### src/design/vex_defines.svh
`ifndef VEX_DEFINES_SVH
`define VEX_DEFINES_SVH

// element and scalar width, only SEW=32 handled
`define VEX_XLEN 32

// elements per beat
`define VEX_LANES 2

// element index inside a 64-element mask group
`define VEX_IDX_W 6

// byte step between consecutive unit-stride elements
`define VEX_UNIT_STRIDE 4

`endif
### src/design/vex_pkg.sv
`include "vex_defines.svh"

package vex_pkg;

  // operand sources
  typedef enum logic [1:0] {
    V = 2'd0,
    I = 2'd1,
    X = 2'd2
  } operand_src_e;

  typedef enum logic [2:0] {
    ADD = 3'd0,
    SUB = 3'd1,
    AND = 3'd2,
    OR  = 3'd3,
    XOR = 3'd4,
    MIN = 3'd5,
    MAX = 3'd6,
    SLL = 3'd7
  } alu_op_e;

  // functional unit, value 3 unused
  typedef enum logic [1:0] {
    ALU  = 2'd0,
    IOTA = 2'd1,
    LSU  = 2'd2
  } fu_e;

  // per-lane control
  typedef struct packed {
    fu_e     fu;
    alu_op_e aluop;
    logic    ls_idx;
    logic    first;
  } lane_ctrl_t;

  // decoded beat from decode
  typedef struct packed {
    fu_e                   fu;
    alu_op_e               aluop;
    operand_src_e          rs1_type;
    operand_src_e          rs2_type;
    logic                  load;
    logic                  store;
    logic                  ls_idx;
    logic                  stride_type;
    logic [`VEX_XLEN-1:0]  stride_val;
    logic [`VEX_XLEN-1:0]  xs1;
    logic [`VEX_XLEN-1:0]  xs2;
    logic [`VEX_XLEN-1:0]  imm;
    logic [`VEX_XLEN-1:0]  vs1_lane0;
    logic [`VEX_XLEN-1:0]  vs1_lane1;
    logic [`VEX_XLEN-1:0]  vs2_lane0;
    logic [`VEX_XLEN-1:0]  vs2_lane1;
    logic [`VEX_XLEN-1:0]  storedata0;
    logic [`VEX_XLEN-1:0]  storedata1;
    logic [`VEX_IDX_W-1:0] woffset0;
    logic [`VEX_IDX_W-1:0] woffset1;
    logic                  wen0;
    logic                  wen1;
    logic [`VEX_IDX_W:0]   vl;
    logic [`VEX_XLEN-1:0]  vtype;
    logic                  config_type;
    logic                  rd_wen;
    logic [4:0]            rd_sel;
  } decode_execute_t;

  // registered toward memory stage
  typedef struct packed {
    logic                  load;
    logic                  store;
    logic [`VEX_XLEN-1:0]  storedata0;
    logic [`VEX_XLEN-1:0]  storedata1;
    logic [`VEX_XLEN-1:0]  aluresult0;
    logic [`VEX_XLEN-1:0]  aluresult1;
    logic                  wen0;
    logic                  wen1;
    logic [`VEX_IDX_W-1:0] woffset0;
    logic [`VEX_IDX_W-1:0] woffset1;
    logic                  config_type;
    logic [`VEX_IDX_W:0]   vl;
    logic [`VEX_XLEN-1:0]  vtype;
  } execute_memory_t;

endpackage

### src/design/vex_execute_stage.sv
`timescale 1ns/100ps

`include "vex_defines.svh"

module vex_execute_stage (
  input  logic                       CLK,
  input  logic                       nRST,
  input  logic                       stall,
  input  logic                       flush,
  input  vex_pkg::decode_execute_t   de,
  output vex_pkg::execute_memory_t   em,
  output logic                       rd_wen,
  output logic [4:0]                 rd_sel,
  output logic [`VEX_XLEN-1:0]       rd_data
);

  logic [`VEX_XLEN-1:0]     op_a0, op_b0, op_a1, op_b1;
  logic [`VEX_XLEN-1:0]     iota0, iota1;
  logic [`VEX_XLEN-1:0]     base0, step0, base1, step1;
  logic [`VEX_XLEN-1:0]     addr0, addr1;
  logic [`VEX_XLEN-1:0]     res0, res1;
  logic [`VEX_XLEN-1:0]     stride_step;
  logic [`VEX_XLEN-1:0]     addr_buf;
  logic                     walk_first;
  vex_pkg::lane_ctrl_t      ctrl;
  vex_pkg::execute_memory_t em_next;

  operand_select opsel_i (
    .beat  (de),
    .op_a0 (op_a0),
    .op_b0 (op_b0),
    .op_a1 (op_a1),
    .op_b1 (op_b1)
  );

  // mask group is lane 1 vs2 over lane 0 vs2
  iota_unit iota_i (
    .CLK       (CLK),
    .nRST      (nRST),
    .mask_bits ({de.vs2_lane1, de.vs2_lane0}),
    .vl        (de.vl),
    .idx0      (de.woffset0),
    .idx1      (de.woffset1),
    .count0    (iota0),
    .count1    (iota1)
  );

  // a walk starts on the beat holding element 0
  assign walk_first  = (de.load | de.store) & (de.woffset0 == '0);
  assign stride_step = de.stride_type ? de.stride_val : `VEX_UNIT_STRIDE;

  assign ctrl = '{fu: de.fu, aluop: de.aluop, ls_idx: de.ls_idx, first: walk_first};

  // lane 0 sits on the walk position, lane 1 is one stride further
  // indexed: both lanes are xs1 plus own vs2
  assign base0 = (de.ls_idx | walk_first) ? de.xs1 : addr_buf;
  assign step0 = de.ls_idx ? de.vs2_lane0 : '0;
  assign base1 = de.ls_idx ? de.xs1 : addr0;
  assign step1 = de.ls_idx ? de.vs2_lane1 : stride_step;

  vector_lane lane0_i (
    .CLK        (CLK),
    .nRST       (nRST),
    .ctrl       (ctrl),
    .op_a       (op_a0),
    .op_b       (op_b0),
    .iota_count (iota0),
    .addr_base  (base0),
    .addr_step  (step0),
    .addr       (addr0),
    .result     (res0)
  );

  vector_lane lane1_i (
    .CLK        (CLK),
    .nRST       (nRST),
    .ctrl       (ctrl),
    .op_a       (op_a1),
    .op_b       (op_b1),
    .iota_count (iota1),
    .addr_base  (base1),
    .addr_step  (step1),
    .addr       (addr1),
    .result     (res1)
  );

  // next walk position for the following beat
  always_ff @(posedge CLK, negedge nRST) begin
    if (!nRST) begin
      addr_buf <= '0;
    end else if (flush) begin
      addr_buf <= '0;
    end else if (!stall) begin
      addr_buf <= addr1 + stride_step;
    end
  end

  always_comb begin
    em_next             = '0;
    em_next.load        = de.load;
    em_next.store       = de.store;
    em_next.storedata0  = de.storedata0;
    em_next.storedata1  = de.storedata1;
    em_next.aluresult0  = res0;
    em_next.aluresult1  = res1;
    em_next.wen0        = de.wen0;
    em_next.wen1        = de.wen1;
    em_next.woffset0    = de.woffset0;
    em_next.woffset1    = de.woffset1;
    em_next.config_type = de.config_type;
    em_next.vl          = de.vl;
    em_next.vtype       = de.vtype;
  end

  // execute/memory register, flush wins over stall
  always_ff @(posedge CLK, negedge nRST) begin
    if (!nRST) begin
      em <= '0;
    end else if (flush) begin
      em <= '0;
    end else if (!stall) begin
      em <= em_next;
    end
  end

  // scalar write-back, vsetvl returns vl
  assign rd_wen  = de.rd_wen | de.config_type;
  assign rd_sel  = de.rd_sel;
  assign rd_data = de.config_type ? {{(`VEX_XLEN-`VEX_IDX_W-1){1'b0}}, de.vl} : res0;

  no_load_and_store_a : assert property (
    @(posedge CLK) disable iff (!nRST)
    !(de.load && de.store)
  );

  // flushed beat must not write the vector file downstream
  flush_kills_wen_a : assert property (
    @(posedge CLK) disable iff (!nRST)
    flush |=> (!em.wen0 && !em.wen1)
  );

endmodule

### src/design/iota_unit.sv
`timescale 1ns/100ps

`include "vex_defines.svh"

module iota_unit (
  input  logic                               CLK,
  input  logic                               nRST,
  input  logic [`VEX_LANES*`VEX_XLEN-1:0]    mask_bits,
  input  logic [`VEX_IDX_W:0]                vl,
  input  logic [`VEX_IDX_W-1:0]              idx0,
  input  logic [`VEX_IDX_W-1:0]              idx1,
  output logic [`VEX_XLEN-1:0]               count0,
  output logic [`VEX_XLEN-1:0]               count1
);

  localparam int MASK_W = `VEX_LANES * `VEX_XLEN;

  // set bits strictly below idx, tail past vl ignored
  function automatic logic [`VEX_XLEN-1:0] prefix_count(
    input logic [MASK_W-1:0]       bits,
    input logic [`VEX_IDX_W-1:0]   idx,
    input logic [`VEX_IDX_W:0]     lim
  );
    logic [`VEX_XLEN-1:0] cnt;
    cnt = '0;
    for (int i = 0; i < MASK_W; i++) begin
      if (bits[i] && (i < idx) && (i < lim)) begin
        cnt = cnt + 1'b1;
      end
    end
    return cnt;
  endfunction

  assign count0 = prefix_count(mask_bits, idx0, vl);
  assign count1 = prefix_count(mask_bits, idx1, vl);

  // one beat only carries a 64-bit mask group
  vl_in_range_a : assert property (
    @(posedge CLK) disable iff (!nRST)
    vl <= MASK_W
  );

endmodule

### src/design/vector_lane.sv
`timescale 1ns/100ps

`include "vex_defines.svh"

module vector_lane (
  input  logic                 CLK,
  input  logic                 nRST,
  input  vex_pkg::lane_ctrl_t  ctrl,
  input  logic [`VEX_XLEN-1:0] op_a,
  input  logic [`VEX_XLEN-1:0] op_b,
  input  logic [`VEX_XLEN-1:0] iota_count,
  input  logic [`VEX_XLEN-1:0] addr_base,
  input  logic [`VEX_XLEN-1:0] addr_step,
  output logic [`VEX_XLEN-1:0] addr,
  output logic [`VEX_XLEN-1:0] result
);

  logic [`VEX_XLEN-1:0] alu_val;
  logic                 b_lt_a;

  // signed compare shared by min and max
  assign b_lt_a = $signed(op_b) < $signed(op_a);

  // op_b is vs2, op_a is vs1/rs1/imm
  always_comb begin
    case (ctrl.aluop)
      vex_pkg::ADD: alu_val = op_b + op_a;
      vex_pkg::SUB: alu_val = op_b - op_a;
      vex_pkg::AND: alu_val = op_b & op_a;
      vex_pkg::OR:  alu_val = op_b | op_a;
      vex_pkg::XOR: alu_val = op_b ^ op_a;
      vex_pkg::MIN: alu_val = b_lt_a ? op_b : op_a;
      vex_pkg::MAX: alu_val = b_lt_a ? op_a : op_b;
      vex_pkg::SLL: alu_val = op_b << op_a[4:0];
      default:      alu_val = '0;
    endcase
  end

  // address adder
  assign addr = addr_base + addr_step;

  // result word by unit
  always_comb begin
    case (ctrl.fu)
      vex_pkg::ALU:  result = alu_val;
      vex_pkg::IOTA: result = iota_count;
      vex_pkg::LSU:  result = addr;
      default:       result = '0;
    endcase
  end

  // decode must never hand over the unused unit code
  fu_defined_a : assert property (
    @(posedge CLK) disable iff (!nRST)
    ctrl.fu inside {vex_pkg::ALU, vex_pkg::IOTA, vex_pkg::LSU}
  );

  // walk and indexed flags only make sense when the lane emits an address
  addr_ctrl_on_lsu_a : assert property (
    @(posedge CLK) disable iff (!nRST)
    (ctrl.first || ctrl.ls_idx) |-> (ctrl.fu == vex_pkg::LSU)
  );

endmodule

### src/design/operand_select.sv
`timescale 1ns/100ps

`include "vex_defines.svh"

module operand_select (
  input  vex_pkg::decode_execute_t beat,
  output logic [`VEX_XLEN-1:0]     op_a0,
  output logic [`VEX_XLEN-1:0]     op_b0,
  output logic [`VEX_XLEN-1:0]     op_a1,
  output logic [`VEX_XLEN-1:0]     op_b1
);

  // vector operand is per lane, immediate and scalar are broadcast
  function automatic logic [`VEX_XLEN-1:0] pick(
    input vex_pkg::operand_src_e src,
    input logic [`VEX_XLEN-1:0]  vec,
    input logic [`VEX_XLEN-1:0]  imm,
    input logic [`VEX_XLEN-1:0]  xreg
  );
    logic [`VEX_XLEN-1:0] sel;
    case (src)
      vex_pkg::V: sel = vec;
      vex_pkg::I: sel = imm;
      vex_pkg::X: sel = xreg;
      default:    sel = '0;
    endcase
    return sel;
  endfunction

  // rs1 feeds port a
  assign op_a0 = pick(beat.rs1_type, beat.vs1_lane0, beat.imm, beat.xs1);
  assign op_a1 = pick(beat.rs1_type, beat.vs1_lane1, beat.imm, beat.xs1);

  // rs2 feeds port b
  assign op_b0 = pick(beat.rs2_type, beat.vs2_lane0, beat.imm, beat.xs2);
  assign op_b1 = pick(beat.rs2_type, beat.vs2_lane1, beat.imm, beat.xs2);

endmodule

### config.mk
export PLATFORM = sky130hd
export DESIGN_NAME = vex_execute_stage
export DESIGN_NICKNAME = d
export VERILOG_FILES = /design/src/design/vex_pkg.sv /design/src/design/vex_execute_stage.sv /design/src/design/iota_unit.sv /design/src/design/vector_lane.sv /design/src/design/operand_select.sv
export VERILOG_INCLUDE_DIRS = /design/src /design/src/design
export SDC_FILE = /design/constraint.sdc
export NUM_CORES = 2
export LEC_CHECK = 0
export BUFFER_PORTS_ARGS = -buffer_cell sky130_fd_sc_hd__clkbuf_2
export CELL_PAD_IN_SITES_DETAIL_PLACEMENT = 1
export CELL_PAD_IN_SITES_GLOBAL_PLACEMENT = 2
export CORE_UTILIZATION = 38
export CTS_CLUSTER_DIAMETER = 80
export DETAILED_ROUTE_END_ITERATION = 12
export HOLD_SLACK_MARGIN = 0.06
export PLACE_DENSITY_LB_ADDON = 0.1
export SLEW_MARGIN = 20
export SYNTH_ARGS = -nofsm -noshare
export SYNTH_HDL_FRONTEND = slang
export SYNTH_SLANG_ARGS = --single-unit
### constraint.sdc
create_clock -name CLK -period 65.8 [get_ports CLK]
set_input_delay 3.29 -clock CLK [delete_from_list [all_inputs] [get_ports CLK]]
set_output_delay 3.29 -clock CLK [all_outputs]
set_load 0.02 [all_outputs]
**Word level (Yosys, flattened, before mapping)**

Index checks and enable logic that the tools add are counted.

- Register bits: 216
- Input port bits: 397
- Output and inout port bits: 222
- Word-level logic and storage cells: 767

- Add/subtract/negate cells: 131
- Magnitude comparators: 191
- Equality and inequality tests: 14
- Shift operators: 2
- Multiplexer cells: 148
- Bitwise logic cells: 10
- Reductions and logical operators: 257

Operators by type and width:

| cell | number |
|---|---|
| 32-bit two-way mux | 136 |
| 32-bit by 1-bit adder with 32-bit output, second input constant | 122 |
| 32-bit case mux with 3 select lines | 6 |
| 32-bit case mux with 8 select lines | 2 |
| 6-bit < comparator, first input constant | 62 |
| 184-bit two-way mux | 2 |
| 1-bit logical AND | 252 |
| 6-bit by 7-bit < comparator with 1-bit output, first input constant | 31 |
| 5-bit by 6-bit < comparator with 1-bit output, first input constant | 32 |
| 32-bit adder | 5 |
| 5-bit by 7-bit < comparator with 1-bit output, first input constant | 16 |
| 4-bit by 6-bit < comparator with 1-bit output, first input constant | 16 |
| 32-bit AND | 2 |
| 32-bit < comparator | 2 |
| 32-bit OR | 2 |
| 32-bit by 5-bit << shifter with 32-bit output | 2 |
| 32-bit subtractor | 2 |
| 32-bit XOR | 2 |
| 4-bit by 7-bit < comparator with 1-bit output, first input constant | 8 |
| 3-bit by 6-bit < comparator with 1-bit output, first input constant | 8 |
| 3-bit by 7-bit < comparator with 1-bit output, first input constant | 4 |
| 1-bit by 6-bit < comparator with 1-bit output, first input constant | 4 |
| 2-bit by 6-bit < comparator with 1-bit output, first input constant | 4 |
| 1-bit by 7-bit < comparator with 1-bit output, first input constant | 2 |
| other kinds (14) | 29 |

**Logic depth before layout (Yosys ltp)**

- Word-level depth: 131
- Mapped depth: 207
- Mapped depth without buffers: 203

**Modules after synthesis**

From an unflattened synthesis, not the netlist that was laid out.

- Cells, all modules: 8936
- Area, all modules: 65083.7 sq um

Modules (own cells, without submodules):

| module | instances | cells each | area each (sq um) | sequential area each (sq um) |
|---|---|---|---|---|
| iota_unit | 1 | 4550 | 31539.0 | 0.0 |
| vector_lane | 2 | 1424 | 9346.5 | 0.0 |
| vex_execute_stage | 1 | 1176 | 12074.1 | 5405.2 |
| operand_select | 1 | 362 | 2777.7 | 0.0 |

**Least setup slack after synthesis**

OpenSTA, ideal clock, no wires.

- Path type: in2out
- Start point: input de[45] (netlist name)
- End point: output rd_data[8]
- Data arrival time: 40628 ps
- Data required time: 62510 ps
- Path slack: 21882 ps
- Stages: 198
- Path buffers: 5
- Cells stage by stage: buf_2 > or4_1 > buf_2 > buf_6 > o221ai_1 > inv_1 > ha_1 > buf_1 > or3_1 > a31oi_1 > inv_1 > ha_1 > nand2_1 > nand2_1 > ha_1 > nor2_1 > a31o_2 > o21ai_0 > [... 162 more ...] > ha_1 > mux2_2 > ha_1 > mux2_2 > ha_1 > nand2b_1 > nor2b_1 > and4_1 > inv_1 > xnor2_1 > nor2b_1 > a21oi_1 > o22ai_1 > nand3_1 > a21oi_1 > and3_1 > o21ai_1 > a211oi_1

- Word-level cells in the longest chain between the ends: 129
- Elaborated cells on any way between the ends: 253
- Classes of those cells: add/sub (62); order compare (63); mux (65); reduce/logical (63)

RTL lines:

| element | RTL line | text |
|---|---|---|
| from (decl) | vex_execute_stage.sv:10 | `input vex_pkg::decode_execute_t de,` |
| 1-bit by 7-bit < comparator with 1-bit output | iota_unit.sv:27 | `if (bits[i] && (i < idx) && (i < lim)) begin` |
| 1-bit logical AND | iota_unit.sv:27 |  |
| 1-bit two-way mux | iota_unit.sv:27 |  |
| 1-bit by 1-bit adder with 2-bit output | iota_unit.sv:28 | `cnt = cnt + 1'b1;` |
| 32-bit two-way mux | iota_unit.sv:27 |  |
| 32-bit by 1-bit adder with 32-bit output | iota_unit.sv:28 |  |
| 32-bit two-way mux | iota_unit.sv:27 |  |
| 32-bit by 1-bit adder with 32-bit output | iota_unit.sv:28 |  |
| [... 113 more ...] | - |  |
| 32-bit by 1-bit adder with 32-bit output | iota_unit.sv:28 |  |
| 32-bit two-way mux | iota_unit.sv:27 |  |
| 32-bit by 1-bit adder with 32-bit output | iota_unit.sv:28 |  |
| 32-bit two-way mux | iota_unit.sv:27 |  |
| 32-bit by 1-bit adder with 32-bit output | iota_unit.sv:28 |  |
| 32-bit two-way mux * | iota_unit.sv:27 |  |
| 32-bit case mux with 3 select lines * | vector_lane.sv:44 | `case (ctrl.fu)` |
| 32-bit two-way mux * | vex_execute_stage.sv:129 | `` assign rd_data = de.config_type ? {{(`VEX_XLEN-`VEX_IDX_W-1){1'b0}}, de.vl} : res0; `` |
| to (decl) | vex_execute_stage.sv:14 | `` output logic [`VEX_XLEN-1:0] rd_data `` |

Every way passes the cells marked *; elsewhere a longest branch is shown, timed or not.

**Worst setup path after layout**

- Start point: input de[45] (netlist name)
- End point: output rd_data[6]

- Word-level cells in the longest chain between the ends: 129
- Elaborated cells on any way between the ends: 253
- Classes of those cells: add/sub (62); order compare (63); mux (65); reduce/logical (63)

RTL lines:

| element | RTL line |
|---|---|
| 1-bit by 7-bit < comparator with 1-bit output | iota_unit.sv:27 |
| 1-bit logical AND | iota_unit.sv:27 |
| 1-bit two-way mux | iota_unit.sv:27 |
| 1-bit by 1-bit adder with 2-bit output | iota_unit.sv:28 |
| 32-bit two-way mux | iota_unit.sv:27 |
| 32-bit by 1-bit adder with 32-bit output | iota_unit.sv:28 |
| 32-bit two-way mux | iota_unit.sv:27 |
| 32-bit by 1-bit adder with 32-bit output | iota_unit.sv:28 |
| [... 113 more ...] | - |
| 32-bit by 1-bit adder with 32-bit output | iota_unit.sv:28 |
| 32-bit two-way mux | iota_unit.sv:27 |
| 32-bit by 1-bit adder with 32-bit output | iota_unit.sv:28 |
| 32-bit two-way mux | iota_unit.sv:27 |
| 32-bit by 1-bit adder with 32-bit output | iota_unit.sv:28 |
| 32-bit two-way mux | iota_unit.sv:27 |
| 32-bit case mux with 3 select lines | vector_lane.sv:44 |
| 32-bit two-way mux * | vex_execute_stage.sv:129 |

Marks and branches as above.

==> run metrics <==
post-synthesis compound-gate area fraction=0.263; Max Cap Violations=0; IO Count=619; Via Count=65000; worst slew pin tran=1340 ps; initial DRC count=4961; unrepaired setup endpoints after global routing=false; Clock Tree Buf Depth=3; ANT nets after route=0; GRT Util Overall=0.370; fmax=19.5 MHz; Die X-Extent=393 microns; Setup Fix Bufs, Post-CTS=0; Fill cells=roughly 19000; Min-Delay Endpoint=em[78]$_DFFE_PN0P_; Hold Path Origin=em[78]$_DFFE_PN0P_; Post-synth EDFFs=0; relative slew slack=0.0977; Final Slew Violations=0; # rows=143; drt first pass iters=6; reg2reg path depth=between 40 and 50; Layout Utilization=0.426; initial antenna violation count=50; fin area=0.0648 sq mm; Post-Synth XOR/XNOR Area=0.168; slowest cell delay on critical path=around 1100 ps; syn_nets=8896; share of cells above drive strength 1=0.142; post-CTS sizing=0; final hold violation count=0; H-tree Lvls=2; vias in the first global route=64200; outcome=finished, final reports clean; WHS=a little under 500 ps; first-pass GRT wire length=429 mm; Sink Count=216; R2R setup slack=56040 ps; most used cell, CP=ha_1; Layout area overhead=11.4%; Tcrit/Tclk final=0.780; post-synthesis adder-cell area fraction=0.0918; TritonCTS clock tree=built; crit-path max FO=26; Cells after Synth=8082; dominant synthesized flop cell=dfrtp_1; register bit total from synthesis=between 200 and 250; Tmin final=a little over 50000 ps; Die ar.=0.155 sq mm; hold path depth=2; pin count of the biggest net entering global routing=159; Initial Util=0.383; worst min-delay path class=flop to flop; Synth Warn #=0; Synth cell types=124; TNS Setup=0 ps; core area=0.152 sq mm; Reg2Reg Capture Point=addr_buf[31]$_DFFE_PN0P_; cts hold-fix bufs=0; routability-driven placement congestion ratio=1.02; Clock Skew=between 20 and 25 ps; CP max stage cell=or4_1; port bufs=608; clk_lat worst skew=620 ps; DRT Wirelength=between 200 and 300 mm; WP data arrival=48010 ps; syn_area_per_cell=7.19 sq um; Synth Area in Simple Gates=0.226; final net count=9295; grt total ovfl=0; largest family of logic cells by synthesized area=compound AO/OA/AOI/OAI gates; total CTS buffers=37; Die Y=approximately 400 microns; CTS root buf=clkbuf_16; ys async rst share=1.00; Clock transition at path regs=50 ps; DP Area=0.0634 sq mm; Crit Path Class=primary input to output pin; post-synthesis sequential area ratio=0.0930; reg-to-reg startpoint=addr_buf[0]$_DFFE_PN0P_; post-synthesis cell area=between 0.05 and 0.06 sq mm; crit start category=primary input; per-cell routed wire length=28.2 microns; DP HPWL=244 mm; DR DRC count=0; multiplexer share of the synthesized area=0.105; WP data required=62510 ps; vias per cell=6.15; Final setup violation count=0; Worst setup EP type=output pin
routing by layer:
layer	global-route usage	wire, microns	vias to the layer above
li1	-	-	30000
met1	0.454	122000	32100
met2	0.595	133000	2345
met3	0.0794	23500	595
met4	0.213	18900	24
met5	0	170	-
worst max-delay path: cells and delay by family:
family	cells	cell delay (ps)
adders and majority gates	47	15070
AOI/OAI and AO/OA	58	14410
and+or+nand+nor	61	10010
muxes	7	2080
buffers and inverters	17	1940
xor gates and xnor gates	6	1110
state kept, by name, indices dropped and copies added, names as in the netlist:
register / flops
addr_buf: 32
em: 184
cells by family (layout without fill, tap and decap cells):
kind of cell / after synthesis / after routing
AOI/OAI and AO/OA: 2311 / 2311
muxes: 592 / 592
xor gates and xnor gates: 933 / 933
other: 0 / 23
and+or+nand+nor: 2801 / 2801
DFF: 216 / 216
adders and majority gates: 424 / 424
buffers and inverters: 805 / 1233
Yosys cell counts, types with 19 or more instances:
cell       count  area share
o21a_1        78       0.010
nor4_1        39      0.0042
o221ai_1      47      0.0071
nor3_1       191       0.016
a21oi_1      629       0.054
mux2_2       139       0.027
nand2b_1      54      0.0058
o211ai_1      91       0.012
nor2_1       940       0.061
clkbuf_1     312       0.020
a221oi_1      91       0.014
xor2_1       226       0.034
a21o_1        50      0.0065
a22o_1        19      0.0029
xnor2_2       39       0.011
nand4_1       69      0.0074
a22oi_1       41      0.0053
mux2i_1      450       0.077
xnor2_1      576       0.087
nand3_1      177       0.015
o21ai_0      430       0.037
nor3b_1       29      0.0037
a211oi_1      73      0.0094
or3_1         50      0.0054
o211a_1       24      0.0041
inv_1        404       0.026
or2_2         67      0.0072
nand2_1      751       0.048
xnor3_1       38       0.015
o21ai_1       56      0.0048
a211o_1       28      0.0042
o22a_1        26      0.0039
ha_1         410       0.088
o22ai_1      100       0.011
o21bai_1     150       0.019
dfrtp_1      216       0.093
buf_1         45      0.0029
nor2b_1       77      0.0083
o2111ai_1     20      0.0030
a221o_1       30      0.0052
and2_1       144       0.015
o31ai_1       35      0.0045
a31oi_1       69      0.0074
and3_1        92      0.0099
cell usage in the layout (no fill, tap or decap), types with 100 or more instances in the layout:
cell type | netlist | final
mux2_2 | 139 | 139
dfrtp_1 | 216 | 216
o21bai_1 | 150 | 150
nor2_1 | 940 | 936
o21ai_0 | 430 | 418
ha_1 | 410 | 410
xor2_1 | 226 | 226
inv_1 | 404 | 403
nand2_1 | 751 | 750
and2_1 | 144 | 144
a21oi_1 | 629 | 628
mux2i_1 | 450 | 450
nand3_1 | 177 | 177
nor3_1 | 191 | 187
clkbuf_2 | 0 | 600
buf_4 | 6 | 134
o22ai_1 | 100 | 100
xnor2_1 | 576 | 576
final cells by class:
class | instances | area (sq um) | share of cell area
Multi-Input combinational cell | 7061 | 49800 | 0.769
Sequential cell | 216 | 5410 | 0.0834
Timing Repair Buffer | 742 | 4120 | 0.0636
Tap cell | 2030 | 2540 | 0.0392
Inverter | 423 | 1590 | 0.0245
Clock buffer | 47 | 1030 | 0.0160
Clock inverter | 21 | 248 | 0.00382
Antenna cell | 23 | 57.6 | 0.000888
stage by stage:
| step | std cells | worst slack, ps |
|---|---|---|
| final | 10600 | 14500 |
| after global routing | 10500 | 11190 |
| after CTS | 10500 | 15080 |
| after detailed placement | 10500 | 15220 |
| after global placement | 10500 | 16870 |
| after floorplan | 8082 | 21880 |
worst max-delay path by stage:
stage | startpoint | endpoint | slack (ps) | cells past startpoint
floorplan | de[45] | rd_data[8] | 21880 | 198
global placement | de[45] | rd_data[6] | 16870 | 196
detailed placement | de[45] | rd_data[6] | 15220 | 196
CTS | de[45] | rd_data[6] | 15080 | 196
global route | de[45] | rd_data[6] | 11190 | 196
finish | de[45] | rd_data[6] | 14500 | 196
Power is left out: the tool's default activity adds up to more than one toggle a clock period on the data nets, which glitch-free logic cannot reach.
